[src/design/uop_pkg.sv]
package uop_pkg;

    // Physical register tag
    localparam int tag_width = 8;

    // Opcode classes seen by the dispatch router
    typedef enum logic [6:0] {
        opc_alu = 7'b0010011,
        opc_mul = 7'b0110011,
        opc_div = 7'b1001111
    } opcode_e;

    typedef enum logic [3:0] {
        alu_add  = 4'd0,
        alu_sub  = 4'd1,
        alu_and  = 4'd2,
        alu_or   = 4'd3,
        alu_xor  = 4'd4,
        alu_slt  = 4'd5,  // Signed compare
        alu_sltu = 4'd6,
        alu_sll  = 4'd7,
        alu_srl  = 4'd8   // Logical right shift
    } alu_op_e;

    // Renamed micro-op as it leaves rename
    typedef struct packed {
        opcode_e                opcode;
        logic [2:0]             func3;      // Divider variant in RISC-V encoding
        alu_op_e                alu_op;
        logic                   use_imm;    // Operand 2 comes from immediate
        logic [tag_width-1:0]   rd_tag;
        logic [tag_width-1:0]   src1_tag;
        logic [tag_width-1:0]   src2_tag;
        logic [1:0]             src_valid;  // Bit 0 for operand1 and bit 1 for operand2
        logic [31:0]            operand1;
        logic [31:0]            operand2;
        logic [31:0]            immediate;
    } uop_t;

endpackage

[src/design/exec_pkg.sv]
package exec_pkg;

    // Number of result buses snooped by every station
    localparam int bus_count = 3;

    localparam int rs_depth = 4;

    // One quotient bit per step
    localparam int div_steps = 32;

    // Result broadcast, one per execution unit
    typedef struct packed {
        logic [uop_pkg::tag_width-1:0] tag;
        logic [31:0]                   value;
    } result_t;

    typedef enum logic [1:0] {
        div_idle,
        div_run,
        div_done
    } div_state_e;

endpackage

[src/design/mul_unit.sv]
`timescale 1ns/10ps

module mul_unit (
    input  logic              clk,
    input  logic              reset,
    input  logic              issue_valid,
    input  uop_pkg::uop_t     issue_uop,
    output logic              accept,
    output logic              result_valid,
    output exec_pkg::result_t result
);

    logic                          s1_valid;
    logic [uop_pkg::tag_width-1:0] s1_tag;
    logic [31:0]                   s1_a;
    logic [31:0]                   s1_b;
    logic                          s2_valid;
    exec_pkg::result_t             s2;  // Tag with low product word

    assign accept = 1'b1;  // Fully pipelined

    always_ff @(posedge clk) begin
        if (reset) begin
            s1_valid     <= 1'b0;
            s2_valid     <= 1'b0;
            result_valid <= 1'b0;
        end else begin
            s1_valid     <= issue_valid;
            s2_valid     <= s1_valid;
            result_valid <= s2_valid;
        end
    end

    always_ff @(posedge clk) begin
        s1_tag   <= issue_uop.rd_tag;
        s1_a     <= issue_uop.operand1;
        s1_b     <= issue_uop.operand2;
        s2.tag   <= s1_tag;
        s2.value <= s1_a * s1_b;  // Upper word is dropped
        result   <= s2;
    end

endmodule

[config.mk]
export PLATFORM = sky130hd
export DESIGN_NAME = mul_unit
export DESIGN_NICKNAME = d
export VERILOG_FILES = /design/src/design/uop_pkg.sv /design/src/design/exec_pkg.sv /design/src/design/mul_unit.sv
export SDC_FILE = /design/constraint.sdc
export NUM_CORES = 1
export LEC_CHECK = 0
export CAP_MARGIN = 20
export CORE_MARGIN = 2
export CORE_UTILIZATION = 60
export DETAILED_ROUTE_END_ITERATION = 7
export DONT_BUFFER_PORTS = 1
export PLACE_DENSITY = 0.79
export SLEW_MARGIN = 20
export SYNTH_ARGS = -nofsm -noshare
export SYNTH_HDL_FRONTEND = slang
export SYNTH_SLANG_ARGS = --single-unit
[constraint.sdc]
create_clock -name clk -period 6.8 [get_ports clk]
set_clock_uncertainty 0.2 [all_clocks]
set_input_delay 0 -clock clk [delete_from_list [all_inputs] [get_ports clk]]
set_output_delay 0 -clock clk [all_outputs]
set_load 0.05 [all_outputs]
Word level (Yosys, flattened, before mapping)
Cells that the tools add are included.
{"block": "totals", "register_bits": 155, "inputBits": 140, "output_inout_bits": 42, "wordCells": 11}
{"block": "op_classes", "mul": 1}
{"operator": "multiplier 32 x 32 -> 32 bit", "n": 1}

Logic depth before layout (Yosys ltp)
{"block": "logic_depth", "word_depth": 1, "ltp_mapped": 26}

Least setup slack after synthesis
No wires, ideal clock.
{"block": "synth_timing", "path_kind": "reg-to-reg", "from": "reg s1_a[13]", "to": "reg s2[31] (netlist name)", "setup_time_ns": 0.121, "t_arrival_ns": 6.630, "required_ns": 6.479, "setup_slack_ns": -0.151, "stages_incl_launch_ff": 23, "n_path_buf": 2, "synth_period_minus_slack_ns": 6.951, "path_cell_list": "dfxtp_1 clkbuf_1 clkbuf_1 and2_1 fa_1 fa_1 fa_1 inv_1 fa_1 inv_1 fa_1 fa_1 fa_1 fa_1 ha_1 a21o_1 a21o_1 a21oi_1 a2bb2oi_2 o21ai_2 o311a_1 o41a_1 xnor2_1"}
{"block": "synth_between", "elab_chain_len": 1}
{"element": "start: declaration", "line_no": "mul_unit.sv:15", "source": "logic [31:0] s1_a;"}
{"element": "start signal: assignment", "line_no": "mul_unit.sv:36", "source": "s1_a <= issue_uop.operand1;"}
{"element": "multiplier 32 x 32 -> 32 bit", "line_no": "mul_unit.sv:39", "source": "s2.value <= s1_a * s1_b;"}
{"element": "end: declaration", "line_no": "mul_unit.sv:18", "source": "exec_pkg::result_t s2;"}
Every way passes these cells.
A chain may end at the register's enable or synchronous reset.

Worst setup path in the final report
{"block": "layout_timing", "from": "reg s1_a[5]", "to": "reg s2[31] (netlist name)"}
The elaborated chain is that of the path after synthesis.

==> results.yml <==
outcome:
  status: "complete, but fails checks"
  violations: "negative setup slack"
route:
  wl_per_cell_um: 20.9
  routed_wl_mm: 52.5
  dr.pass1.iters: 5
  ant_nets: 0
  viasPerCell: 5.53
  drt-initial-drc-count: 845
  vias: 13900
  drcViolationCount: 0
cells_and_area:
  area_growth_pct: 21.0
  drive_above_1_share: 0.125
  num_antenna_cells: 0
  nets: 2781
yosys:
  yosysMostFrequentCell: "fa_1"
  synth_warnings: 0
  yosys-top-cells-area: "fa_1 (43%), dfxtp_1 (16%), and2_1 (12%)"
  synthArstFlopShare: 0
  synth-seq-cells: 155
  syn_area_sq_mm: 0.0188
  synth_edf_count: 0
  yosys.area.top_type: "fa_1"
  ys_seq_area_frac: 0.165
  syn_nets: 2531
  yosys.cell_types.count: 42
  syn_area_per_cell_sq_um: 10.1
  ys_top_cells_by_count: "fa_1 (408), and2_1 (367), inv_1 (359), nand2_1 (173), dfxtp_1 (155)"
  synth_cells: 1860
  synth_top_area_share: 0.434
  synth_ff_type: "dfxtp_1"
worst_setup_path:
  critical_path_required_ns: 7.00
  slowest_stage: "fa_1"
  critPathArrivalTime_ns: 7.11
  critical-path-max-stage-delay_ns: 0.53
  timing.critical_path.to_type: "flip-flop"
  cp_common_cell: "fa_1"
  cp_max_fo: 10
  path_cells: "buf_4, buf_4, buf_4, and2_1, fa_1, inv_1, fa_1, inv_1, fa_1, fa_1, inv_1, fa_1, fa_1, fa_1, fa_2, xnor2_2, xnor2_2, xnor2_1, xnor2_1, xnor2_1, xnor2_1, xnor2_1, xnor2_1"
  worstSetupPathType: "reg2reg"
  start_kind: "flip-flop"
grt:
  grt_max_degree: 21
  grt_pass1_wl_mm: 84.0
  grt_overflow: 0
  grt_pass1_vias: 15900
  grt_usage: 0.339
  antenna_found_initial: 0
die:
  io_pins: 182
  die_area_sq_mm: 0.0328
  die_h_um: 181
  start_util: 0.612
  num_rows: 64
  die_w_um: 181
  core-area_sq_mm: 0.0307
worst_hold_path:
  min_path_type: "in2reg"
clock_network:
  clock-root-buffer: "clkbuf_16"
  clk_pin_slew_ns: 0.09
  cts_buffer_depth: 2
  cts_sinks: 155
  cts_max_level: 4
  cts_tree: "built"
  cts_buffers: 17
  clk_latency_ns: 0.47
sta:
  final-hold-violation-count: 0
  fmax_mhz: 145
  finalSetupViolCount: 2
  holdWs_ns: 0.0490
  rsz0062_at_grt: "yes"
  relSlewSlack: 0.430
  finalMaxSlewViolations: 0
  worst_pin_slew_ns: 0.854
  worst_slack_ns: -0.108
  finalCriticalPeriod_ns: 6.91
  post-route-period-util: 1.02
  setup_tns_ns: -0.150
placed_design:
  gp_congestion: 0.937
  port-buffer-count: 0
  hpwlAfterDp_mm: 39.0
job:
  max_cap_viol_count: 0
==> cells in the final DEF (no fill, tap or decap), drive strengths merged, types with 2 or more instances in the layout <==
cell and n:
fa 408, nand3 6, nand2b 3, a21oi 20
nand4 3, dlygate4sd3 148, clkinv 7, nand2 173
and2 367, a211oi 4, o21ai 10, dfxtp 155
nor2b 4, nor3 8, bufinv 2, nor2 16
inv 364, a21o 14, o21a 2, ha 123
buf 165, o41a 2, xnor2 68, xor2 17
clkbuf 17
==> layer usage <==
layer | global-route usage | vias to the layer above | share of wire
li1 | - | 5915 | -
met1 | 0.387 | 7128 | 0.36
met2 | 0.595 | 668 | 0.51
met3 | 0.0669 | 218 | 0.068
met4 | 0.195 | 0 | 0.062
met5 | 0 | - | 0
==> repair_timing <==
item,in CTS,in global routing
hold buffers,148,0
setup endpoints to repair,11,13
pin swaps,42,21
setup buffers,7,2
gates resized for setup,65,22
hold endpoints to repair,75,0
==> stage by stage <==
| step | util | instances | area (sq um) | setup slack, ns |
|---|---|---|---|---|
| 3_3_place_gp | 0.659 | 2330 | 20300 | -0.264 |
| 3_5_place_dp | 0.659 | 2330 | 20300 | -0.417 |
| 5_1_grt | 0.740 | 2519 | 22800 | -0.274 |
| 2_1_floorplan | - | 1860 | 18900 | 0.0102 |
| 6_report | 0.740 | 2519 | 22800 | -0.108 |
| 4_1_cts | 0.737 | 2517 | 22700 | -0.118 |
==> registers in the layout (all words and copies together), names as in the netlist <==
register      flops
result           40
result_valid      1
s1_a             32
s1_b             32
s1_tag            8
s1_valid          1
s2               40
s2_valid          1
==> area by class of cell <==
type / instances / area (sq um)
Tap cell: 396 / 495
Clock inverter: 15 / 208
Sequential cell: 155 / 3160
Timing Repair Buffer: 313 / 2810
Multi-Input combinational cell: 1264 / 14300
Inverter: 359 / 1350
Clock buffer: 17 / 425
Fill cell: 1992 / 7980
==> worst max-delay path: cells and delay by family (launching register included) <==
kind                       cells  cell delay (ns)
DFF                            1             0.39
and+or+nand+nor                1             0.16
xor gates and xnor gates       8             1.50
buffers and inverters          6             0.71
adders and majority gates      8             3.86
==> worst paths after layout <==
kind                            slack (ns)       startpoint  cells after the start             endpoint
worst min register to register        0.13   s2[20]$_DFF_P_                      0   result[20]$_DFF_P_
worst max register to register       -0.11  s1_a[5]$_DFF_P_                     23       s2[31]$_DFF_P_
worst max-delay path                 -0.11  s1_a[5]$_DFF_P_                     23       s2[31]$_DFF_P_
worst min-delay path                  0.05      issue_valid                      2  s1_valid$_SDFF_PP0_
==> logic make-up (layout without fill, tap and decap cells) <==
group | after synthesis | after routing | share of synthesized area
other | 1 | 1 | 0.000199
AOI/OAI and AO/OA | 64 | 64 | 0.0235
xor gates and xnor gates | 85 | 85 | 0.0396
and+or+nand+nor | 583 | 583 | 0.168
adders and majority gates | 531 | 531 | 0.516
DFF | 155 | 155 | 0.165
buffers and inverters | 441 | 704 | 0.0882
Power is not shown: default switching activity piles up to over one toggle a cycle in this logic, so the estimate is an artifact.
