==> src/design/uop_pkg.sv <==
package uop_pkg;

    // Physical register tag
    localparam int tag_width = 8;

    // Opcode classes seen by the dispatch router
    typedef enum logic [6:0] {
        opc_alu = 7'b0010011,
        opc_mul = 7'b0110011,
        opc_div = 7'b1001111
    } opcode_e;

    typedef enum logic [3:0] {
        alu_add  = 4'd0,
        alu_sub  = 4'd1,
        alu_and  = 4'd2,
        alu_or   = 4'd3,
        alu_xor  = 4'd4,
        alu_slt  = 4'd5,  // Signed compare
        alu_sltu = 4'd6,
        alu_sll  = 4'd7,
        alu_srl  = 4'd8   // Logical right shift
    } alu_op_e;

    // Renamed micro-op as it leaves rename
    typedef struct packed {
        opcode_e                opcode;
        logic [2:0]             func3;      // Divider variant in RISC-V encoding
        alu_op_e                alu_op;
        logic                   use_imm;    // Operand 2 comes from immediate
        logic [tag_width-1:0]   rd_tag;
        logic [tag_width-1:0]   src1_tag;
        logic [tag_width-1:0]   src2_tag;
        logic [1:0]             src_valid;  // Bit 0 for operand1 and bit 1 for operand2
        logic [31:0]            operand1;
        logic [31:0]            operand2;
        logic [31:0]            immediate;
    } uop_t;

endpackage

==> src/design/exec_pkg.sv <==
package exec_pkg;

    // Number of result buses snooped by every station
    localparam int bus_count = 3;

    localparam int rs_depth = 4;

    // One quotient bit per step
    localparam int div_steps = 32;

    // Result broadcast, one per execution unit
    typedef struct packed {
        logic [uop_pkg::tag_width-1:0] tag;
        logic [31:0]                   value;
    } result_t;

    typedef enum logic [1:0] {
        div_idle,
        div_run,
        div_done
    } div_state_e;

endpackage

==> src/design/int_alu.sv <==
`timescale 1ns/10ps

module int_alu (
    input  logic              clk,
    input  logic              reset,
    input  logic              issue_valid,
    input  uop_pkg::uop_t     issue_uop,
    output logic              accept,
    output logic              result_valid,
    output exec_pkg::result_t result
);

    logic [31:0] src_a;
    logic [31:0] src_b;
    logic [31:0] alu_value;

    assign accept = 1'b1;  // Single cycle unit that never stalls
    assign src_a  = issue_uop.operand1;
    assign src_b  = issue_uop.use_imm ? issue_uop.immediate : issue_uop.operand2;

    always_comb begin
        case (issue_uop.alu_op)
            uop_pkg::alu_add:  alu_value = src_a + src_b;
            uop_pkg::alu_sub:  alu_value = src_a - src_b;
            uop_pkg::alu_and:  alu_value = src_a & src_b;
            uop_pkg::alu_or:   alu_value = src_a | src_b;
            uop_pkg::alu_xor:  alu_value = src_a ^ src_b;
            uop_pkg::alu_slt:  alu_value = {31'd0, $signed(src_a) < $signed(src_b)};
            uop_pkg::alu_sltu: alu_value = {31'd0, src_a < src_b};
            uop_pkg::alu_sll:  alu_value = src_a << src_b[4:0];
            uop_pkg::alu_srl:  alu_value = src_a >> src_b[4:0];
            default:           alu_value = '0;
        endcase
    end

    always_ff @(posedge clk) begin
        if (reset) begin
            result_valid <= 1'b0;
        end else begin
            result_valid <= issue_valid;
        end
    end

    always_ff @(posedge clk) begin
        result.tag   <= issue_uop.rd_tag;
        result.value <= alu_value;
    end

endmodule

==> config.mk <==
export PLATFORM = sky130hd
export DESIGN_NAME = int_alu
export DESIGN_NICKNAME = d
export VERILOG_FILES = /design/src/design/uop_pkg.sv /design/src/design/exec_pkg.sv /design/src/design/int_alu.sv
export SDC_FILE = /design/constraint.sdc
export NUM_CORES = 1
export LEC_CHECK = 0
export BUFFER_PORTS_ARGS = -buffer_cell sky130_fd_sc_hd__buf_2
export CORE_ASPECT_RATIO = 1.2
export CORE_MARGIN = 1
export CORE_UTILIZATION = 45
export DETAILED_ROUTE_END_ITERATION = 10
export PLACE_DENSITY = 0.65
export SLEW_MARGIN = 5
export SYNTH_ARGS = -nofsm -noshare
export SYNTH_HDL_FRONTEND = slang
export SYNTH_SLANG_ARGS = --single-unit
==> constraint.sdc <==
create_clock -name clk -period 5.6 [get_ports clk]
set_clock_uncertainty 0.2 [all_clocks]
set_input_delay 1.12 -clock clk [delete_from_list [all_inputs] [get_ports clk]]
set_output_delay 1.12 -clock clk [all_outputs]
set_load 0.02 [all_outputs]
# After elaboration in Yosys (flattened, before gate mapping)
# Cells that the tools add are included.
# word_totals
ff_bits,41
inputBits,140
output_inout_bits,42
# classes
n_addsub,2
n_lt_le_gt_ge,2
eq_ne,8
shift,2
n_mux,2
n_bitwise,3
n_reduce_logical,1
# op_table
op,n
32-bit one-hot mux with 9 select lines,1
32-bit less-than comparator,2
32-bit adder,1
32-bit AND,1
32-bit two-way mux,1
32-bit bitwise OR,1
32-bit by 5-bit left shift with 32-bit output,1
32-bit by 5-bit right shift with 32-bit output,1
32-bit subtractor,1
32-bit XOR,1
4-bit by 3-bit == test with 1-bit output (second input constant),4
4-bit by 2-bit == test with 1-bit output (second input constant),2
4-bit by 1-bit == test with 1-bit output (second input constant),1
4-bit == test (second input constant),1
4-bit logical NOT,1

# Depth between registers and ports, before layout
# logic_depth
depth_word,3
ltp_mapped,17
ltp_nobuf,13

# Worst setup path before layout
# Ideal clock, no wire load.
# synth_path
path_type,input-to-reg
from,in issue_uop[122] (netlist bit)
to,reg result[27] (netlist bit)
setup_ns,0.117
arrival_ns,5.425
required_ns,5.283
path_slack_ns,-0.142
stages,17
path_buffers,6
cell_sequence,buf_2 > mux2i_1 > buf_2 > clkbuf_1 > buf_1 > buf_2 > ha_1 > buf_6 > nor3_4 > o31ai_2 > a2111o_1 > a2111o_1 > a21oi_2 > nor2b_2 > o31a_1 > a221o_1 > o22a_1
# synth_between
elab_chain_cells,3
word_cells_on_any_way,9
classes_between,add/sub (2); shift (2); mux (2); bitwise (3)
# synth_rtl
item,line,text
start: declaration,int_alu.sv:7,"input uop_pkg::uop_t issue_uop,"
32-bit two-way mux *,int_alu.sv:19,assign src_b = issue_uop.use_imm ? issue_uop.immediate : issue_uop.operand2;
"32-bit subtractor, or another cell as far along",int_alu.sv:24,uop_pkg::alu_sub: alu_value = src_a - src_b;
32-bit one-hot mux with 9 select lines *,int_alu.sv:22,case (issue_uop.alu_op)
net alu_value[27],int_alu.sv:15,logic [31:0] alu_value;
end: declaration,int_alu.sv:10,output exec_pkg::result_t result
# The timed path passes the listed nets; every way through them passes the cells marked *.
# A chain may end at the register's enable or synchronous reset.

# Worst setup path in the final report
# layout_path
from,in issue_uop[122] (netlist bit)
to,reg result[0] (netlist bit)
# layout_between
elab_chain_cells,3
word_cells_on_any_way,11
classes_between,add/sub (2); order compare (2); shift (2); mux (2); bitwise (3)
# layout_rtl
item,line
32-bit two-way mux *,int_alu.sv:19
"32-bit subtractor, or another cell as far along",int_alu.sv:24
32-bit one-hot mux with 9 select lines *,int_alu.sv:22
net alu_value[0],int_alu.sv:15
# Marks and branches as above.

==> flow_summary.toml <==
[outcome]
outcome = "completed"

[worst_setup_path]
cp-start-kind = "input pin"
crit_chain = "buf_2 > mux2i_4 > buf_12 > inv_2 > fa_1 > o21bai_1 > a31oi_1 > nand4_1 > a21oi_1 > o21ai_1 > a21boi_0 > o31a_1 > o211ai_1 > nand4_1"
crit_end = "result[0]$_DFF_P_"
crit_type = "input pin to flip-flop"
worstPathArrival_ns = 5.02
critPathSlowestCell = "mux2i_4"
cpMostUsedCell = "nand4_1"
cp_max_fo = 49
crit_required_ns = 5.53
startpoint = "issue_uop[122]"
crit_path_end_kind = "flip-flop"
cpPeakStageDelay_ns = 0.47

[floorplanning]
design.core.area_mm2 = 0.02112
num_rows = 58
pin_count = 182
start_util = 0.4617
die_w_um = 136.4
die_h_um = 163.2
die-area_mm2 = 0.02226

[cts]
cts_buffer_depth = 2
cts.sinks = 41
root_buffer = "clkbuf_16"
path_clk_slew_ns = 0.07
cts_buffers = 5
ctsResizeCount = 0
post_cts_buffers = 0
htreeDepth = 2
cts_tree = "built"
postCtsHoldBufs = 0

[timing]
maxSlewHeadroom = 0.2329
hold_slack_ns = 0.7170
rsz0062_at_grt = "false"
finalSetupViolCount = 0
tightest_slew_ns = 1.151
fin_setup_tns_ns = 0
hold_viol_final = 0
period_share = 0.9095
finalCriticalPeriod_ns = 5.093
slew_viol_final = 0
fmax_mhz = 196.3

[routing]
first_pass_iters = 6
drc = 0
drt_iter0_drc = 1501
drtAntennaViolNets = 0
vias_per_cell = 6.728
wl_per_cell_um = 25.13
vias = 11888
routed_wirelength_um = 44410

[grt]
antenna_found_initial = 1
grt_max_degree = 65
grt_use_total = 0.3966
grt_pass1_vias = 10856
grt_pass1_wl_um = 65670
gr-total-overflow = 0

[place]
io_buffer_count = 152
finalWeightedCongestion = 1.031
hpwl_um = 34680

[finish]
utilization = 0.5238
layout-drive-gt1-share = 0.1778
area_delta_synth_final_pct = 13.45
final_nets = 1738

[synth]
synth_area_leaders = "ha_1 (13%), mux2i_1 (10%), dfxtp_1 (8.4%)"
yosysUniqueCellTypes = 78
synthCells = 1391
synth_edf_count = 0
synth_flop_cell = "dfxtp_1"
yosysTopAreaCellShare = 0.1283
yosys.area.top_type = "ha_1"
synth_nets = 1633
yosysWarnings = 0
ys_seq_area_frac = 0.08419
synth_area_per_cell_um2 = 7.009
synth_area_mm2 = 0.009749
synthArstFlopShare = 0
ys_seq_elements = 41

[pwr]
ir_drop_mv = 0.1246
p_per_area_mw_per_mm2 = 180.2
leakage_nw = 5.080

[min_path]
hold_path_class = "input pin to flip-flop"

[job]
maxCapViolations = 0
==> flip-flops by register name, summed over array words and instances (netlist names) <==
register,count
result,40
result_valid,1
==> synth_stat cells, drive strengths merged, types with 12 or more instances <==
master and instances:
o21ai 83, inv 90, a31oi 28, nor2 138, nand4 16, o221ai 16, a211oi 37, ha 100
o21bai 16, o211ai 27, nor4 12, mux4 20, a22oi 13, o22ai 12, nand3 39, xnor2 16
nand2 140, dfxtp 41, a21oi 108, buf 34, mux2i 101, nor2b 15, nor3 19, clkbuf 75
nand2b 20, a21o 17, a221oi 14
==> worst min-delay path by stage <==
stage	from	end	slack, ns	cells after the start
after floorplan	issue_uop[114]	result[32]$_DFF_P_	0.95	0
after global placement	issue_uop[117]	result[35]$_DFF_P_	1.02	1
after detailed placement	issue_uop[115]	result[33]$_DFF_P_	1.02	1
after CTS	issue_uop[115]	result[33]$_DFF_P_	0.72	1
after global routing	issue_uop[115]	result[33]$_DFF_P_	0.72	1
final	issue_uop[115]	result[33]$_DFF_P_	0.72	1
==> cell type report <==
type,instances,area (um2)
Sequential cell,41,820.8
Clock inverter,2,35.03
Fill cell,2200,10060
Clock buffer,5,125.1
Timing Repair Buffer,207,1211
Antenna cell,1,2.502
Multi-Input combinational cell,1150,8187
Tap cell,270,337.8
Inverter,91,341.6
==> metrics by stage <==
stage                     cell area (um2)  cells  setup WS, ns  total power [mW]
after floorplan                      9754   1391       0.02148             1.173
after global placement              10900   1759        0.3153             1.620
after detailed placement            10900   1759        0.2864             1.624
after global routing                11060   1766        0.3536             2.097
after CTS                           11060   1766        0.5958             1.962
final                               11060   1767        0.5067             1.993
==> power by group <==
group          switching, mW  internal, mW  total (mW)
Sequential           0.00715         0.329       0.336
Clock                  0.124         0.207       0.331
Combinational          0.857         0.469        1.33
==> cell families (layout without fill, tap and decap cells) <==
logic type,count (synthesis),in the layout,synth area share
compound gates,463,463,0.3203
simple gates,440,440,0.2074
buf+inv,200,305,0.08085
mux,126,126,0.1582
fa+ha+maj,102,102,0.1324
flops,41,41,0.08419
xor+xnor,18,18,0.01617
other cells,1,2,0.0003846
==> worst max-delay path, delay by kind of cell <==
kind	cells	cell delay [ns]
fa+ha+maj	1	0.44
simple gates	2	0.39
mux	1	0.47
compound gates	7	1.72
buf+inv	3	0.85
==> layout by cell type (no fill, tap or decap), types with 6 or more instances in the layout <==
cell type	synthesis	layout
buf_2	21	152
nand2_1	140	140
nor2_1	137	137
a21oi_1	107	107
ha_1	100	100
mux2i_1	99	97
inv_1	89	86
o21ai_0	82	82
buf_4	1	52
dfxtp_1	41	41
nand3_1	39	38
a211oi_1	37	37
a31oi_1	28	28
o211ai_1	27	27
mux4_2	20	20
nand2b_1	20	20
a21o_1	17	17
nor3_1	18	16
o21bai_1	16	16
nand4_1	16	16
o221ai_1	16	16
xnor2_1	16	16
nor2b_1	14	14
a221oi_1	14	14
a22oi_1	13	13
o22ai_1	12	12
and3_1	11	11
nor4_1	12	11
o2111ai_1	11	11
a221o_1	9	9
o31ai_1	8	8
o31a_1	7	7
or3_1	7	7
o21a_1	7	7
a32oi_1	6	6
or4_1	6	6
==> layer usage <==
metal	GRT usage	up-vias	part of all wire
met4	0.1798	0	0.043
met2	0.6041	744	0.44
met3	0.05866	116	0.10
met5	0	-	0
li1	-	5346	-
met1	0.5463	5682	0.42
(Power assumes the default switching activity.)
