--- config.mk ---
export PLATFORM = sky130hd
export DESIGN_NAME = reservation_station
export DESIGN_NICKNAME = d
export VERILOG_FILES = /design/src/design/uop_pkg.sv /design/src/design/exec_pkg.sv /design/src/design/reservation_station.sv
export SDC_FILE = /design/constraint.sdc
export NUM_CORES = 2
export LEC_CHECK = 0
export BUFFER_PORTS_ARGS = -buffer_cell sky130_fd_sc_hd__buf_2
export CAP_MARGIN = 20
export CELL_PAD_IN_SITES_DETAIL_PLACEMENT = 1
export CELL_PAD_IN_SITES_GLOBAL_PLACEMENT = 1
export CORE_MARGIN = 3
export CORE_UTILIZATION = 40
export CTS_BUF_LIST = sky130_fd_sc_hd__clkbuf_16
export CTS_CLUSTER_DIAMETER = 80
export DETAILED_ROUTE_END_ITERATION = 8
export PLACE_DENSITY_LB_ADDON = 0.1
export SYNTH_ARGS = -nofsm -noshare
export SYNTH_HDL_FRONTEND = slang
export SYNTH_SLANG_ARGS = --single-unit
--- constraint.sdc ---
create_clock -name clk -period 8.9 [get_ports clk]
set_clock_uncertainty 0.05 [all_clocks]
set_input_delay 1.78 -clock clk [delete_from_list [all_inputs] [get_ports clk]]
set_output_delay 1.78 -clock clk [all_outputs]
set_load 0.02 [all_outputs]
--- src/design/uop_pkg.sv ---
package uop_pkg;

    // Physical register tag
    localparam int tag_width = 8;

    // Opcode classes seen by the dispatch router
    typedef enum logic [6:0] {
        opc_alu = 7'b0010011,
        opc_mul = 7'b0110011,
        opc_div = 7'b1001111
    } opcode_e;

    typedef enum logic [3:0] {
        alu_add  = 4'd0,
        alu_sub  = 4'd1,
        alu_and  = 4'd2,
        alu_or   = 4'd3,
        alu_xor  = 4'd4,
        alu_slt  = 4'd5,  // Signed compare
        alu_sltu = 4'd6,
        alu_sll  = 4'd7,
        alu_srl  = 4'd8   // Logical right shift
    } alu_op_e;

    // Renamed micro-op as it leaves rename
    typedef struct packed {
        opcode_e                opcode;
        logic [2:0]             func3;      // Divider variant in RISC-V encoding
        alu_op_e                alu_op;
        logic                   use_imm;    // Operand 2 comes from immediate
        logic [tag_width-1:0]   rd_tag;
        logic [tag_width-1:0]   src1_tag;
        logic [tag_width-1:0]   src2_tag;
        logic [1:0]             src_valid;  // Bit 0 for operand1 and bit 1 for operand2
        logic [31:0]            operand1;
        logic [31:0]            operand2;
        logic [31:0]            immediate;
    } uop_t;

endpackage

--- src/design/exec_pkg.sv ---
package exec_pkg;

    // Number of result buses snooped by every station
    localparam int bus_count = 3;

    localparam int rs_depth = 4;

    // One quotient bit per step
    localparam int div_steps = 32;

    // Result broadcast, one per execution unit
    typedef struct packed {
        logic [uop_pkg::tag_width-1:0] tag;
        logic [31:0]                   value;
    } result_t;

    typedef enum logic [1:0] {
        div_idle,
        div_run,
        div_done
    } div_state_e;

endpackage

--- src/design/reservation_station.sv ---
`timescale 1ns/10ps

module reservation_station #(
    parameter int depth = exec_pkg::rs_depth
) (
    input  logic              clk,
    input  logic              reset,
    input  logic              write,
    input  uop_pkg::uop_t     write_uop,
    input  logic [2:0]        wake_valid,
    input  exec_pkg::result_t wake_result [exec_pkg::bus_count],
    input  logic              accept,
    output logic              full,
    output logic              issue_valid,
    output uop_pkg::uop_t     issue_uop
);

    localparam int idx_width = (depth > 1) ? $clog2(depth) : 1;

    uop_pkg::uop_t          slot_uop [depth];
    uop_pkg::uop_t          slot_next [depth];
    uop_pkg::uop_t          write_next;
    logic [depth-1:0]       slot_busy;
    logic [depth-1:0]       older [depth];  // older[j][i] set when slot j is older than i
    logic [depth-1:0]       ready;
    logic [depth-1:0]       is_oldest;
    logic [idx_width-1:0]   issue_sel;
    logic [idx_width-1:0]   free_sel;
    logic                   issue_any;
    logic                   load_issue;
    logic                   write_en;

    // Capture any missing operand whose tag is on a result bus
    function automatic uop_pkg::uop_t snoop(input uop_pkg::uop_t u);
        uop_pkg::uop_t r;
        r = u;
        for (int b = 0; b < exec_pkg::bus_count; b++) begin
            if (wake_valid[b]) begin
                if (!r.src_valid[0] && wake_result[b].tag == r.src1_tag) begin
                    r.operand1     = wake_result[b].value;
                    r.src_valid[0] = 1'b1;
                end
                if (!r.src_valid[1] && wake_result[b].tag == r.src2_tag) begin
                    r.operand2     = wake_result[b].value;
                    r.src_valid[1] = 1'b1;
                end
            end
        end
        return r;
    endfunction

    assign full       = &slot_busy;
    assign write_en   = write && !full;  // Dispatch into a full station is lost
    assign load_issue = !issue_valid || accept;

    always_comb begin
        for (int i = 0; i < depth; i++) begin
            slot_next[i] = snoop(slot_uop[i]);
            ready[i]     = slot_busy[i] && (&slot_uop[i].src_valid);
        end
        write_next = snoop(write_uop);
    end

    always_comb begin
        for (int i = 0; i < depth; i++) begin
            is_oldest[i] = ready[i];
            for (int j = 0; j < depth; j++) begin
                if (ready[j] && older[j][i]) begin
                    is_oldest[i] = 1'b0;
                end
            end
        end
    end

    always_comb begin
        issue_any = 1'b0;
        issue_sel = '0;
        free_sel  = '0;
        for (int i = depth - 1; i >= 0; i--) begin
            if (is_oldest[i]) begin
                issue_any = 1'b1;
                issue_sel = idx_width'(i);
            end
            if (!slot_busy[i]) begin
                free_sel = idx_width'(i);  // Lowest free slot wins
            end
        end
    end

    always_ff @(posedge clk) begin
        if (reset) begin
            slot_busy   <= '0;
            issue_valid <= 1'b0;
            for (int i = 0; i < depth; i++) begin
                older[i] <= '0;
            end
        end else begin
            if (load_issue) begin
                issue_valid <= issue_any;
            end
            if (load_issue && issue_any) begin
                slot_busy[issue_sel] <= 1'b0;
            end
            if (write_en) begin
                slot_busy[free_sel] <= 1'b1;
                older[free_sel]     <= '0;  // Newest entry
                for (int j = 0; j < depth; j++) begin
                    older[j][free_sel] <= slot_busy[j];
                end
            end
        end
    end

    always_ff @(posedge clk) begin
        for (int i = 0; i < depth; i++) begin
            if (write_en && free_sel == idx_width'(i)) begin
                slot_uop[i] <= write_next;
            end else begin
                slot_uop[i] <= slot_next[i];
            end
        end
        if (load_issue && issue_any) begin
            issue_uop <= slot_uop[issue_sel];
        end
    end

endmodule

======== After elaboration in Yosys (flattened, before gate mapping) ========
Memories as Yosys holds them, arrays and structs flattened. A register that Yosys moved wholly into a read port is not among the register bits.
Index checks and enable logic that the tools add are counted.
W data, S select, Z words.
operators by class
  bitwise operators ....................... 71
  $lt $le $gt $ge ......................... 4
  equal/unequal tests ..................... 37
  multiplexer cells ....................... 133
  reductions and logical operators ........ 97
operators with widths
  kind                  count
  $mux W66              15
  $mux W137             4
  $mux W33              15
  $mux W32              15
  $eq A8 B8 Y1          30
  $mux W1               70
  $logic_and A1 B1 Y1   58
  $and A1 B1 Y1         32
  $logic_not A1 Y1      32
  $or A1 B1 Y1          20
  $mux W2               8
  $mux W4               4
  $not A1 Y1            16
  $eq A2 B2 Y1 const B  6
  $reduce_and A2 Y1     4
  $lt A2 B3 Y1 const B  2
  $and A4 B4 Y4         1
  $demux W1 S2          2
  $ge A2 B1 Y1 const B  2
  $not A4 Y4            1
  $or A4 B4 Y4          1
  $reduce_and A4 Y1     1
  $eq A2 B1 Y1 const B  1
  $logic_not A2 Y1      1
  $logic_or A1 B1 Y1    1
word-level totals
  memory bits (writable) .................. 564
  register bits after elaboration ......... 5
  input bits .............................. 264
  memories kept ........................... 2
memory list
  name      words  bits a word  rd ports  clocked after Yosys merged registers in  write ports  RTL line                   source
  slot_uop  4      137          5         1                                        4            reservation_station.sv:20  uop_pkg::uop_t slot_uop [depth];
  older     4      4            4         0                                        5            reservation_station.sv:24  logic [depth-1:0] older [depth];

======== Depth between registers and ports, before layout ========
  depth after elaboration ................. 21
  depth in mapped cells ................... 11

======== Least setup slack after synthesis ========
OpenSTA, ideal clock, no wires.
  path type ............................... input to register
  start ................................... in accept
  end ..................................... reg issue_uop[0] (netlist name)
  setup time .............................. 0.635 ns
  path slack .............................. 0.665 ns
  arrival ................................. 7.550 ns
  stages .................................. 2
  path through ............................ nor2b_1 -> nor2_1
on the way
  longest elaborated chain between the ends .. 2
RTL lines
  item                 RTL line                    source
  from (decl)          reservation_station.sv:12   input logic accept,
  $logic_or A1 B1 Y1   reservation_station.sv:54   assign load_issue = !issue_valid || accept;
  $logic_and A1 B1 Y1  reservation_station.sv:122  if (load_issue && issue_any) begin
Every way passes these cells.
A chain may end at the register's enable or synchronous reset.

==> results.txt <==
Outcome: complete, no violations
Placer Congestion: 0.940
Pwr/cell area: 211 nW/µm²
Input/output buffers: 402
Crit path max-delay family: buffers and inverters
Worst EP required: 9.35 ns
Clock latency on the worst-skew pair: 0.67 ns
Register area: 18300 µm²
P_leak: 0.0160 µW
Reg-to-reg startpoint: slot_busy[2]$_SDFF_PP0_
Hold Path Stages: 2
Die area: 97900 µm²
Postcts setup bufs: 0
Post-Syn Nets: 3843
Critical path, cell by cell: buf_2, xnor2_1, nand4_1, o31ai_1, or2_2, buf_4, nand2_1, o211ai_1, a22oi_1
Post-synthesis cell count: 3579
Root Buffer: clkbuf_16
Syn Area/Cell: 10.5 µm²
Clock tree sinks: 706
Crit path time final: 4.52 ns
Initial Utilization: 40.7%
Setup tns final: 0 ns
Main synth FF type: edfxtp_1
Maximum vdd drop: 0.167 mV
Most frequent cells after synthesis: nand2_1 (466), edfxtp_1 (421), a22oi_1 (292), dfxtp_1 (285), a21oi_1 (271)
Area Growth Syn to Fin: 14.3%
FFs w/ async S/R, synth: 0%
Final Worst Setup Slack: 4.38 ns
Final nets: 3984
Final WL: 159000 µm
Hold worst-path end: older[2][3]$_SDFFE_PP0P_
Buf+Inv Stages, Crit Path: 2
Most numerous cell in the Yosys netlist: nand2_1
Layout cells sized above 1: 21.3%
Synthesis Warnings: 0
Worst setup SP type: input pin
Fin crit share: 50.8%
CP Launch Point: wake_result[112]
Detail Placement HPWL: 92900 µm
Arrival time of the worst setup path: 4.97 ns
Fill cells: 10100
Worst slack at placement: 3.80 ns
DRC viols: 0
CP peak stage delay: 0.78 ns
Yosys top cell by area: edfxtp_1
Rel. slew slack: 23.8%
Area occupied by multi-input gates: 17800 µm²
Largest cells by area after synthesis: edfxtp_1 (34%), dfxtp_1 (15%), mux2i_1 (6.2%)
DR iter-0 viols: 3383
Resized Gates After CTS: 0
CTS clk-pin slew, worst paths: 0.06 ns
Max clock buf depth: 3
Crit-path max FO: 44
Synth Register Bits: 706
Pins Over Slew Limit: 0
Clock buffer count from CTS: 84
Antenna-violating nets left: 0
Worst Max-Slew Pin Slew: 1.14 ns
R2R Setup Slk: 4.82 ns
Setup-failing EPs final: 0
RSZ-0062 raised after global routing: no
FP Rows: 111
Drt first pass iters: 8
Ports: 403
H-tree Lvls: 3
Type of the most critical hold path: flip-flop to flip-flop
Vias post-DR: 32500
Area of the core: 92500 µm²
Die Y: 313 µm
DR vias/cell: 6.43
Maxcap violations: 0
Post-synth EDFFs: 421
Largest net degree at the start of global routing: 148
Vias in the first global route: 34700
Fmax: 221 MHz
Cts hold-fix bufs: 0
Initial antenna violation count: 35
Hold Vio Cnt, Final: 0
Total grt overflow: 0
Wire length of the first global-routing pass: 232000 µm
GRT Util Overall: 31.5%
FF-to-FF End: issue_uop[95]$_DFFE_PN_
Post-synthesis sequential area ratio: 48.7%
Die width: 313 µm
CP endpoint kind: flip-flop
Reg2reg path depth: 10
WL/cell: 31.5 µm
Hold slack: 0.424 ns
Post-Syn Area: 37700 µm²
CTS tree: yes
Slowest cell on crit path: o31ai_1
Share of Yosys cell area claimed by the top area cell type: 33.6%
Post-synth cell types: 58
Min-delay src: older[2][3]$_SDFFE_PP0P_
Kind of critical path: input pin to flip-flop
## layout make-up
cell class / count / area share (%)
sequential: 706 / 42.6
multi-input combinational: 2449 / 41.3
timing repair buffer: 466 / 5.85
clock buffer: 85 / 4.94
tap: 1243 / 3.61
clock inverter: 68 / 1.39
inverter: 13 / 0.148
antenna: 23 / 0.134
## sequential cells by signal, indices dropped and copies added, names as in the netlist
register	count
older	16
slot_uop	548
issue_uop	137
issue_valid	1
slot_busy	4
## worst max-delay path by stage
| stage | endpoint | cells after the start | slack [ns] |
|---|---|---|---|
| after CTS | slot_uop[0][69]$_DFF_P_ | 9 | 4.50 |
| final | slot_uop[0][69]$_DFF_P_ | 9 | 4.38 |
| after floorplan | issue_uop[0]$_DFFE_PN_ | 2 | 0.67 |
| after global placement | slot_uop[1][70]$_DFF_P_ | 9 | 3.86 |
| after global routing | slot_uop[1][78]$_DFF_P_ | 9 | 4.28 |
| after detailed placement | slot_uop[0][69]$_DFF_P_ | 9 | 3.80 |
## layout by cell type, fill, tap and decap left out, types with 30 or more instances in the layout
cell type  synthesis  layout
nand2_1          466     465
edfxtp_1         421     421
buf_2             81     402
a22oi_1          292     292
dfxtp_1          285     285
a21oi_1          271     271
mux2i_1          235     235
o211ai_1         224     224
xnor2_1          159     159
mux2_2           124     124
a222oi_1         119     119
nand3_1          112     110
clkbuf_16          0      85
xor2_1            76      76
buf_4             14      62
nor2_1            51      45
o21ai_0           44      43
inv_1             13      32
a211o_1           32      32
nor3_1            32      30
mux2i_4           30      30
## power breakdown
part | total, µW | switching, µW | leakage (µW) | internal (µW)
sequential | 4110 | 212 | 0.00623 | 3900
combinational | 1550 | 917 | 0.00838 | 631
clock | 3410 | 1480 | 0.00141 | 1930
total | 9060 | 2610 | 0.0160 | 6450
## cell families after synthesis
group | share of synthesized area (%)
muxes | 12.9
AOI/OAI and AO/OA | 18.9
DFF | 48.7
xor gates and xnor gates | 5.46
buffers and inverters | 4.65
and+or+nand+nor | 9.43
## metrics by stage
stage,std cells,instance area (µm²),util (%),total power [µW]
2_1_floorplan,3579,37700,-,5190
3_3_place_gp,4877,40300,43.5,5590
3_5_place_dp,4877,40300,43.5,5700
4_1_cts,5030,43000,46.5,9110
5_1_grt,5038,43000,46.5,9440
6_report,5053,43000,46.5,9060
## tightest hold or removal path, cell delays in order, from the launching register on
cell     delay (ns)
dfxtp_1        0.32
nand2_1        0.05
a21oi_1        0.06
## per-layer routing
layer  GRT usage (%)  part of all wire (%)  vias up
met5               0                 0.080        -
met4            15.3                   4.8       22
met3            8.37                   8.8      474
met2            51.4                    47     1597
met1            38.6                    40    16500
li1                -                     -    13900
Note: power is estimated with default switching activity, not from simulation.
