**src/design/uop_pkg.sv**
```systemverilog
package uop_pkg;

    // Physical register tag
    localparam int tag_width = 8;

    // Opcode classes seen by the dispatch router
    typedef enum logic [6:0] {
        opc_alu = 7'b0010011,
        opc_mul = 7'b0110011,
        opc_div = 7'b1001111
    } opcode_e;

    typedef enum logic [3:0] {
        alu_add  = 4'd0,
        alu_sub  = 4'd1,
        alu_and  = 4'd2,
        alu_or   = 4'd3,
        alu_xor  = 4'd4,
        alu_slt  = 4'd5,  // Signed compare
        alu_sltu = 4'd6,
        alu_sll  = 4'd7,
        alu_srl  = 4'd8   // Logical right shift
    } alu_op_e;

    // Renamed micro-op as it leaves rename
    typedef struct packed {
        opcode_e                opcode;
        logic [2:0]             func3;      // Divider variant in RISC-V encoding
        alu_op_e                alu_op;
        logic                   use_imm;    // Operand 2 comes from immediate
        logic [tag_width-1:0]   rd_tag;
        logic [tag_width-1:0]   src1_tag;
        logic [tag_width-1:0]   src2_tag;
        logic [1:0]             src_valid;  // Bit 0 for operand1 and bit 1 for operand2
        logic [31:0]            operand1;
        logic [31:0]            operand2;
        logic [31:0]            immediate;
    } uop_t;

endpackage

```
**src/design/exec_pkg.sv**
```systemverilog
package exec_pkg;

    // Number of result buses snooped by every station
    localparam int bus_count = 3;

    localparam int rs_depth = 4;

    // One quotient bit per step
    localparam int div_steps = 32;

    // Result broadcast, one per execution unit
    typedef struct packed {
        logic [uop_pkg::tag_width-1:0] tag;
        logic [31:0]                   value;
    } result_t;

    typedef enum logic [1:0] {
        div_idle,
        div_run,
        div_done
    } div_state_e;

endpackage

```
**src/design/div_unit.sv**
```systemverilog
`timescale 1ns/10ps

module div_unit (
    input  logic              clk,
    input  logic              reset,
    input  logic              issue_valid,
    input  uop_pkg::uop_t     issue_uop,
    output logic              accept,
    output logic              result_valid,
    output exec_pkg::result_t result
);

    localparam int step_width = $clog2(exec_pkg::div_steps);

    exec_pkg::div_state_e          state_q;
    logic [step_width-1:0]         step_q;
    logic [uop_pkg::tag_width-1:0] tag_q;
    logic [31:0]                   divisor_q;
    logic [31:0]                   quo_q;
    logic [31:0]                   rem_q;
    logic                          neg_quo_q;
    logic                          neg_rem_q;
    logic                          want_rem_q;
    logic                          is_signed;
    logic                          start;
    logic                          div_zero;
    logic [31:0]                   a_mag;
    logic [31:0]                   b_mag;
    logic [32:0]                   shifted;
    logic [32:0]                   diff;

    // func3 bit 0 marks unsigned and bit 1 selects the remainder
    assign is_signed = !issue_uop.func3[0];
    assign accept    = (state_q == exec_pkg::div_idle);
    assign start     = accept && issue_valid;
    assign div_zero  = (issue_uop.operand2 == 32'd0);

    assign a_mag = (is_signed && issue_uop.operand1[31]) ? -issue_uop.operand1
                                                         : issue_uop.operand1;
    assign b_mag = (is_signed && issue_uop.operand2[31]) ? -issue_uop.operand2
                                                         : issue_uop.operand2;

    // Restoring step
    assign shifted = {rem_q, quo_q[31]};
    assign diff    = shifted - {1'b0, divisor_q};

    always_ff @(posedge clk) begin
        if (reset) begin
            state_q      <= exec_pkg::div_idle;
            step_q       <= '0;
            result_valid <= 1'b0;
        end else begin
            result_valid <= 1'b0;
            case (state_q)
                exec_pkg::div_idle: begin
                    if (start && div_zero) begin
                        result_valid <= 1'b1;  // Answer is known at once
                    end else if (start) begin
                        state_q <= exec_pkg::div_run;
                        step_q  <= step_width'(exec_pkg::div_steps - 1);
                    end
                end
                exec_pkg::div_run: begin
                    step_q <= step_q - 1'b1;
                    if (step_q == '0) begin
                        state_q <= exec_pkg::div_done;
                    end
                end
                default: begin
                    result_valid <= 1'b1;
                    state_q      <= exec_pkg::div_idle;
                end
            endcase
        end
    end

    // Most negative over minus one takes the normal path
    // Its magnitude quotient 0x80000000 needs no sign correction
    always_ff @(posedge clk) begin
        case (state_q)
            exec_pkg::div_idle: begin
                tag_q      <= issue_uop.rd_tag;
                divisor_q  <= b_mag;
                quo_q      <= a_mag;
                rem_q      <= '0;
                neg_quo_q  <= is_signed && (issue_uop.operand1[31] ^ issue_uop.operand2[31]);
                neg_rem_q  <= is_signed && issue_uop.operand1[31];
                want_rem_q <= issue_uop.func3[1];
                if (start && div_zero) begin
                    result.tag   <= issue_uop.rd_tag;
                    result.value <= issue_uop.func3[1] ? issue_uop.operand1 : 32'hffff_ffff;
                end
            end
            exec_pkg::div_run: begin
                if (!diff[32]) begin
                    rem_q <= diff[31:0];
                    quo_q <= {quo_q[30:0], 1'b1};
                end else begin
                    rem_q <= shifted[31:0];
                    quo_q <= {quo_q[30:0], 1'b0};
                end
            end
            default: begin
                result.tag <= tag_q;
                if (want_rem_q) begin
                    result.value <= neg_rem_q ? -rem_q : rem_q;
                end else begin
                    result.value <= neg_quo_q ? -quo_q : quo_q;
                end
            end
        endcase
    end

endmodule

```
**config.mk**
```make
export PLATFORM = sky130hd
export DESIGN_NAME = div_unit
export DESIGN_NICKNAME = d
export VERILOG_FILES = /design/src/design/uop_pkg.sv /design/src/design/exec_pkg.sv /design/src/design/div_unit.sv
export SDC_FILE = /design/constraint.sdc
export NUM_CORES = 1
export LEC_CHECK = 0
export BUFFER_PORTS_ARGS = -buffer_cell sky130_fd_sc_hd__buf_4
export CAP_MARGIN = 20
export CORE_MARGIN = 2
export CORE_UTILIZATION = 43
export DETAILED_ROUTE_END_ITERATION = 6
export PLACE_DENSITY = 0.69
export SETUP_SLACK_MARGIN = 0.2
export SKIP_LAST_GASP = 1
export SYNTH_ARGS = -nofsm -noshare
export SYNTH_HDL_FRONTEND = slang
export SYNTH_SLANG_ARGS = --single-unit
```
**constraint.sdc**
```tcl
create_clock -name clk -period 4.85 [get_ports clk]
set_input_delay 0.485 -clock clk [delete_from_list [all_inputs] [get_ports clk]]
set_output_delay 0.485 -clock clk [all_outputs]
set_load 0.01 [all_outputs]
```
## After elaboration in Yosys (flattened, before gate mapping)

Index checks and enable logic that the tools add are counted.

| storage, ports and cells | value |
|---|---|
| flip-flop bits (word level) | 155 |
| bits of input ports | 140 |
| logic and storage cells | 59 |

| cells by class | value |
|---|---|
| add/subtract/negate cells | 6 |
| equal/unequal tests | 5 |
| multiplexer cells | 21 |
| bitwise operators | 2 |
| reductions and logical operators | 13 |

Operators with widths:

| kind | count |
|---|---|
| two-way mux 32 bit | 7 |
| negator 32 bit | 4 |
| case mux 32 bit (2 select lines) | 2 |
| case mux 40 bit (2 select lines) | 1 |
| two-way mux 40 bit | 1 |
| subtractor 33 x 32 -> 33 bit | 1 |
| zero test 32 bit | 1 |
| two-way mux 5 bit | 2 |
| case mux 5 bit (2 select lines) | 1 |
| two-way mux 2 bit | 3 |
| AND reduction 3 bit | 2 |
| logical AND 1 bit | 5 |
| zero test 5 bit | 1 |
| subtractor 5 x 1 -> 5 bit, second input constant | 1 |
| inequality test 2 x 1 -> 1 bit, second input constant | 2 |
| inequality test 2 bit, second input constant | 2 |
| case mux 2 bit (2 select lines) | 1 |
| == test 2 x 1 -> 1 bit, second input constant | 1 |
| zero test 2 bit | 1 |
| two-way mux 1 bit | 2 |
| case mux 1 bit (2 select lines) | 1 |
| AND reduction 2 bit | 1 |
| nonzero test 2 bit | 1 |
| zero test 1 bit | 1 |
| other kinds (2) | 2 |

## Depth between registers and ports, before layout

Gate-level depths: netlist (run 1).

| depth | value |
|---|---|
| depth in word-level cells | 5 |
| depth in mapped cells | 13 |
| gate-level depth less buffers | 11 |

## Least setup slack after synthesis (run 1)

OpenSTA, ideal clock, no wires.

| timing path | value |
|---|---|
| path type | input port to flip-flop |
| from | in issue_uop[33] (netlist name) |
| to | reg result[0] (netlist name) (enable) |
| data arrival time | 2945 ps |
| data required time | 4456 ps |
| slack | 1511 ps |
| cell stages on the path | 7 |
| path through | inv_1 ha_1 nor3b_1 nand4b_1 nor4_1 a41oi_1 inv_1 |

| between the ends | value |
|---|---|
| word-level cells in the longest chain between the ends | 4 |

Ends and longest elaborated chain:

| element | RTL line | RTL |
|---|---|---|
| start: declaration | div_unit.sv:7 | `input uop_pkg::uop_t issue_uop,` |
| zero test 32 bit | div_unit.sv:36 | `assign div_zero = (issue_uop.operand2 == 32'd0);` |
| logical AND 1 bit | div_unit.sv:89 | `if (start && div_zero) begin` |
| inequality test 2 x 1 -> 1 bit (no source line) | -- |  |
| AND reduction 2 bit (no source line) | -- |  |
| end: declaration | div_unit.sv:10 | `output exec_pkg::result_t result` |

Every way passes these cells.
A chain may end at the register's enable or synchronous reset.

## Worst setup path in the final report (run 1)

| timing path | value |
|---|---|
| from | reg rem_q[4] |
| to | reg rem_q[31], data pin |

| between the ends | value |
|---|---|
| word-level cells in the longest chain between the ends | 3 |

Ends and longest elaborated chain:

| element | RTL line | RTL |
|---|---|---|
| start: declaration | div_unit.sv:20 | `logic [31:0] rem_q;` |
| start signal: assignment | div_unit.sv:96 | `rem_q <= diff[31:0];` |
| start signal: assignment | div_unit.sv:99 | `rem_q <= shifted[31:0];` |
| subtractor 33 x 32 -> 33 bit | div_unit.sv:45 | `assign diff = shifted - {1'b0, divisor_q};` |
| two-way mux 32 bit | div_unit.sv:95 | `if (!diff[32]) begin` |
| case mux 32 bit (2 select lines) | div_unit.sv:80 | `case (state_q)` |

Every way passes these cells.

==> results of run 1 <==
==> layer usage <==
layer | vias to the layer above | track usage
met5 | - | 0
met4 | 0 | 0.05941
met3 | 33 | 0.02666
met2 | 331 | 0.3096
met1 | 4139 | 0.2935
li1 | 4562 | -
==> worst paths after layout <==
path	start	endpoint	slack [ns]	cells after the start
hold / removal	issue_uop[119]	tag_q[5]$_DFFE_PP_	0.24	1
setup / recovery	rem_q[4]$_SDFFCE_PN0P_	rem_q[31]$_SDFFCE_PN0P_	0.91	10
hold reg to reg	step_q[3]$_SDFFE_PP0P_	step_q[3]$_SDFFE_PP0P_	0.51	1
setup reg to reg	rem_q[4]$_SDFFCE_PN0P_	rem_q[31]$_SDFFCE_PN0P_	0.91	10
==> kinds of logic after synthesis <==
group           Yosys count  synth area share
compound gates          323            0.1826
xor+xnor                142            0.1137
fa+ha+maj                39           0.04530
buf+inv                 121           0.04404
flops                   155            0.4182
mux                      32           0.02951
simple gates            388            0.1667
==> synth_stat cells (4+ instances only) <==
cell type  count
a211oi_1      10
and3_1         6
clkbuf_1      48
nand2b_1      10
ha_1          38
xor2_1        74
o31a_1         4
nor3_1        30
dfxtp_1        8
a31oi_1       20
mux2i_1       30
a21oi_1       58
nor2_1       109
a221oi_1       4
o41ai_1       14
buf_2          4
o21ai_0      136
and2_1         6
or4_1         10
o211ai_1       7
xnor2_1       68
nor3b_1        6
nand2_1      131
a311oi_1       4
o31ai_1       25
inv_1         62
a21o_1        13
nand3_1       22
or3_1         16
nor2b_1        9
or2_2          4
edfxtp_1     147
nor4_1        12
==> power breakdown <==
part           total (W)  internal, W  switching [W]
Combinational    0.00111     0.000460       0.000646
Sequential       0.00177      0.00164       0.000133
Clock            0.00133     0.000767       0.000565
Total            0.00421      0.00287        0.00134
==> flip-flops by register name (all words and copies together) (netlist names), 2 cells and up <==
name and flops:
result 40, quo_q 32, divisor_q 32, rem_q 32, step_q 5, tag_q 8, state_q 2
==> cell type report <==
| type | instances | area, sq um |
|---|---|---|
| fill | 2358 | 12430 |
| inverter | 62 | 234.0 |
| clock inverter | 15 | 165.2 |
| multi-input combinational | 924 | 5898 |
| tap | 330 | 412.9 |
| sequential | 155 | 4574 |
| clock buffer | 17 | 425.4 |
| timing repair buffer | 128 | 973.4 |
==> per-stage QoR <==
stage                     hold slack (ns)  area [sq um]
after floorplan                    0.4563         10940
after global placement             0.4948         12090
after detailed placement           0.4947         12090
after CTS                          0.2266         12680
after global routing               0.2256         12680
final                              0.2400         12680
==> worst reg2reg max path, cell delays in order (launching register included) <==
cell and delay [ns]:
edfxtp_1 0.49, ha_1 0.38, a21oi_1 0.23, nor3b_1 0.38
a211oi_1 0.16, o31ai_1 0.57, a21oi_1 0.21, nor4_4 0.64
buf_12 0.29, nand2_1 0.19, o22ai_1 0.25
==> impl_metrics.toml, run 1 <==
[setup_path]
crit_path_start_kind = "flop"
cp_top_family = "compound AO/OA/AOI/OAI gates"
critical_path_required_ns = 5.11
cp_max_fo = 30
crit_buf_inv = 1
crit_type = "flop to flop"
crit_top_cell = "a21oi_1"
cpPeakStageDelay_ns = 0.64
cp-end-kind = "flop"
worstPathCellList = "ha_1 -> a21oi_1 -> nor3b_1 -> a211oi_1 -> o31ai_1 -> a21oi_1 -> nor4_4 -> buf_12 -> nand2_1 -> o22ai_1"
critPathSlowestCell = "nor4_4"
critical_path_arrival_ns = 4.20

[place]
hpwl_microns = 19420
io_buffer_count = 118
dp_slack_ns = 0.9577
gp_congestion = 0.9242
dp.cells = 1599

[floorplanning]
die-height_microns = 163.5
core.rowCount = 58
core_area_sq_um = 25110
die-area_sq_um = 26730
initial_core_util = 0.4356
die_x_microns = 163.5
ioPinCount = 182

[drt]
finalWirelength_microns = 26260
final_antenna_net_count = 0
wl_per_cell_microns = 16.10
drc = 0
drt_first_pass_iters = 5
first_iter_violations = 854
dr_wl_met3_microns = 1844
vias = 9065
m1WireLength_microns = 12530
viasPerCell = 5.558
top_layer_used = "met4"
dr_wl_met2_microns = 11440

[grt]
grt_max_degree = 65
antenna_found_initial = 0
overflow = 0
grt_use_total = 0.2005
grt_pass1_wl_microns = 42390
grt_pass1_vias = 8232

[power_and_ir_drop]
p_leak_nw = 5.025
power_density_nw_per_um2 = 331.9
ir_worst_vdd_uv = 185.0
design_power_total_w = 0.004209

[synth]
synth.top_cell.area_share = 0.4036
ys_seq_area_frac = 0.4182
ys.flop_type = "edfxtp_1"
synthTopCellsByArea = "edfxtp_1 (40%), o21ai_0 (6.2%), xor2_1 (5.9%)"
ys_warn_count = 0
syn_nets = 1379
synth_cell_type_count = 68
synth_largest_area_cell = "edfxtp_1"
syn_area_sq_um = 10940
ys_seq_elements = 155
syn_inst = 1200
synth_edf_count = 147
postSynthAreaPerCell_sq_um = 9.115
synth-async-reset-ratio = 0

[cts]
h-tree-depth = 4
clockRootBuffer = "clkbuf_16"
clock-sinks = 155
numCtsBuffers = 17
cts_buffer_depth = 2
insertion_delay_ns = 0.43
path_clk_slew_ns = 0.07
postCtsHoldBufs = 0
post_cts_buffers = 0
cts_tree = "done"
cts_resized = 0

[layout]
mostFrequentLayoutCell = "edfxtp_1"
instances_no_fill = 1631
fin_util = 0.5051
drive_above_1_share = 0.1360
area_growth_pct = 15.96
nets = 1467
diodes = 0
layout_common_cells = "edfxtp_1 (147), o21ai_0 (136), nand2_1 (131)"

[timing]
worst_slew_pin_slew_ns = 0.9639
maxSlewViolCount = 0
rsz0062_at_grt = "false"
finalCritPeriodShare = 0.8119
skew_ns = 0.006579
tns_ns = 0
fmax_mhz = 254.0
relSlewSlack = 0.3574
final.setup.worst_slack_ns = 0.9123
final-setup-viol-count = 0
fin_crit_ns = 3.938
hold_violations = 0

[min_path]
hold_class = "input port to flop"

[run_status]
status = "completed"

[flow_run]
maxCapViolations = 0
Note: power is estimated with default switching activity, not from simulation.
==> run 2: changes to the inputs <==
==> constraint.sdc (replaced) <==
create_clock -name clk -period 4.1 [get_ports clk]
set_input_delay 0.41 -clock clk [delete_from_list [all_inputs] [get_ports clk]]
set_output_delay 0.41 -clock clk [all_outputs]
set_load 0.01 [all_outputs]
==> run 2 against run 1 <==
Against the previous run: register-to-register slack worse by 0.34 ns; sequential power is 19% higher; power grew 18%; largest cell class unchanged; largest power group unchanged; highest routed layer unchanged.
==> impl_metrics.toml, run 2 (synthesis gave the netlist of run 1 again) <==
[run_status]
status = "completed"

[drt]
vias = 8933
first_iter_violations = 764
wl_per_cell_microns = 15.96
final_antenna_net_count = 0
viasPerCell = 5.460
drc = 0
drt_first_pass_iters = 5
finalWirelength_microns = 26120

[grt]
grt_use_total = 0.1994
grt_pass1_vias = 8170
antenna_found_initial = 0
grt_pass1_wl_microns = 42060
overflow = 0
grt_max_degree = 82

[layout]
nFillCells = 2363
diodes = 0
multi_input_area_sq_um = 5898
drive_above_1_share = 0.1378
mostFrequentLayoutCell = "edfxtp_1"
largest_register_ff_count = 40
seqCellArea_sq_um = 4574
nets = 1472
layout_common_cells = "edfxtp_1 (147), o21ai_0 (136), nand2_1 (131), buf_4 (131), nor2_1 (109)"
area_growth_pct = 16.30
final_area_sq_um = 12720
largest-register = "result"

[cts]
cts_resized = 0
cts_buffer_depth = 2
path_clk_slew_ns = 0.06
cts_tree = "done"
numCtsBuffers = 17
postCtsHoldBufs = 0
clockRootBuffer = "clkbuf_16"
h-tree-depth = 4
post_cts_buffers = 0
insertion_delay_ns = 0.43
clock-sinks = 155

[setup_path]
cp-end-kind = "flop"
critical_path_arrival_ns = 3.82
crit_type = "flop to flop"
crit_path_start_kind = "flop"
critical_path_required_ns = 4.39
cp_max_fo = 40

[floorplanning]
die_x_microns = 163.5
ioPinCount = 182
core.rowCount = 58
core_area_sq_um = 25110
initial_core_util = 0.4356
die-height_microns = 163.5
die-area_sq_um = 26730

[timing]
fmax_mhz = 283.4
final-setup-viol-count = 0
fin_crit_ns = 3.529
hold_violations = 0
rsz0062_at_grt = "false"
tns_ns = 0
skew_ns = 0.009300
maxSlewViolCount = 0
relSlewSlack = 0.3578
final.setup.worst_slack_ns = 0.5709
worst_slew_pin_slew_ns = 0.9633
finalCritPeriodShare = 0.8608

[place]
io_buffer_count = 118
place_area_sq_um = 12140
dp_slack_ns = 0.5608
hpwl_microns = 19550
gp_congestion = 0.8720

[flow_run]
maxCapViolations = 0

[min_path]
hold_class = "input port to flop"

[power_and_ir_drop]
power_density_nw_per_um2 = 389.9
ir_worst_vdd_uv = 227.7
p_leak_nw = 5.039
[run 2: report_power, final]
part           internal (W)  switching [W]
clock network      0.000900       0.000650
logic              0.000550       0.000753
registers           0.00194       0.000167
total               0.00339        0.00157
[run 2: worst paths after layout]
check / startpoint / to / slack (ns) / cells after the start
min: issue_uop[115] / tag_q[1]$_DFFE_PP_ / 0.17 / 1
max: quo_q[31]$_DFFE_PP_ / rem_q[0]$_SDFFCE_PN0P_ / 0.57 / 12
max reg2reg: quo_q[31]$_DFFE_PP_ / rem_q[0]$_SDFFCE_PN0P_ / 0.57 / 12
min reg2reg: tag_q[0]$_DFFE_PP_ / result[32]$_DFFE_PP_ / 0.52 / 2
[run 2: final cells by class]
cell class                 instances  area share
sequential                       155      0.3596
clock buffer                      19     0.03403
timing repair buffer             133     0.08046
inverter                          62     0.01839
clock inverter                    13     0.01141
multi-input combinational        924      0.4637
tap                              330     0.03246
[run 2: worst max-delay path: stages (launching register included)]
cell and delay [ns]:
edfxtp_1 0.44, inv_1 0.08, ha_1 0.22, fa_1 0.41
nand2b_1 0.18, a21o_1 0.20, a211oi_1 0.32, o31ai_1 0.21
and4b_1 0.27, nor4_4 0.31, buf_12 0.28, mux2_2 0.36
nor2_1 0.08
[run 2: metal layers]
metal  vias to the layer above  routed length [microns]  part of all wire  GRT usage
met5                         -                        0                 0          0
met4                         0                      449             0.017    0.05781
met3                        33                     1578             0.060    0.02692
met2                       291                    11490              0.44     0.3140
met1                      4065                    12590              0.48     0.2871
li1                       4544                        -                 -          -
[run 2: per-stage QoR]
| step | power, W | instances | hold WS [ns] | utilization |
|---|---|---|---|---|
| 2_1_floorplan | 0.003056 | 1200 | 0.4563 | - |
| 3_3_place_gp | 0.003396 | 1604 | 0.4947 | 0.4836 |
| 3_5_place_dp | 0.003424 | 1604 | 0.4933 | 0.4836 |
| 4_1_cts | 0.004972 | 1636 | 0.1489 | 0.5066 |
| 5_1_grt | 0.005229 | 1636 | 0.1413 | 0.5066 |
| 6_report | 0.004960 | 1636 | 0.1656 | 0.5066 |
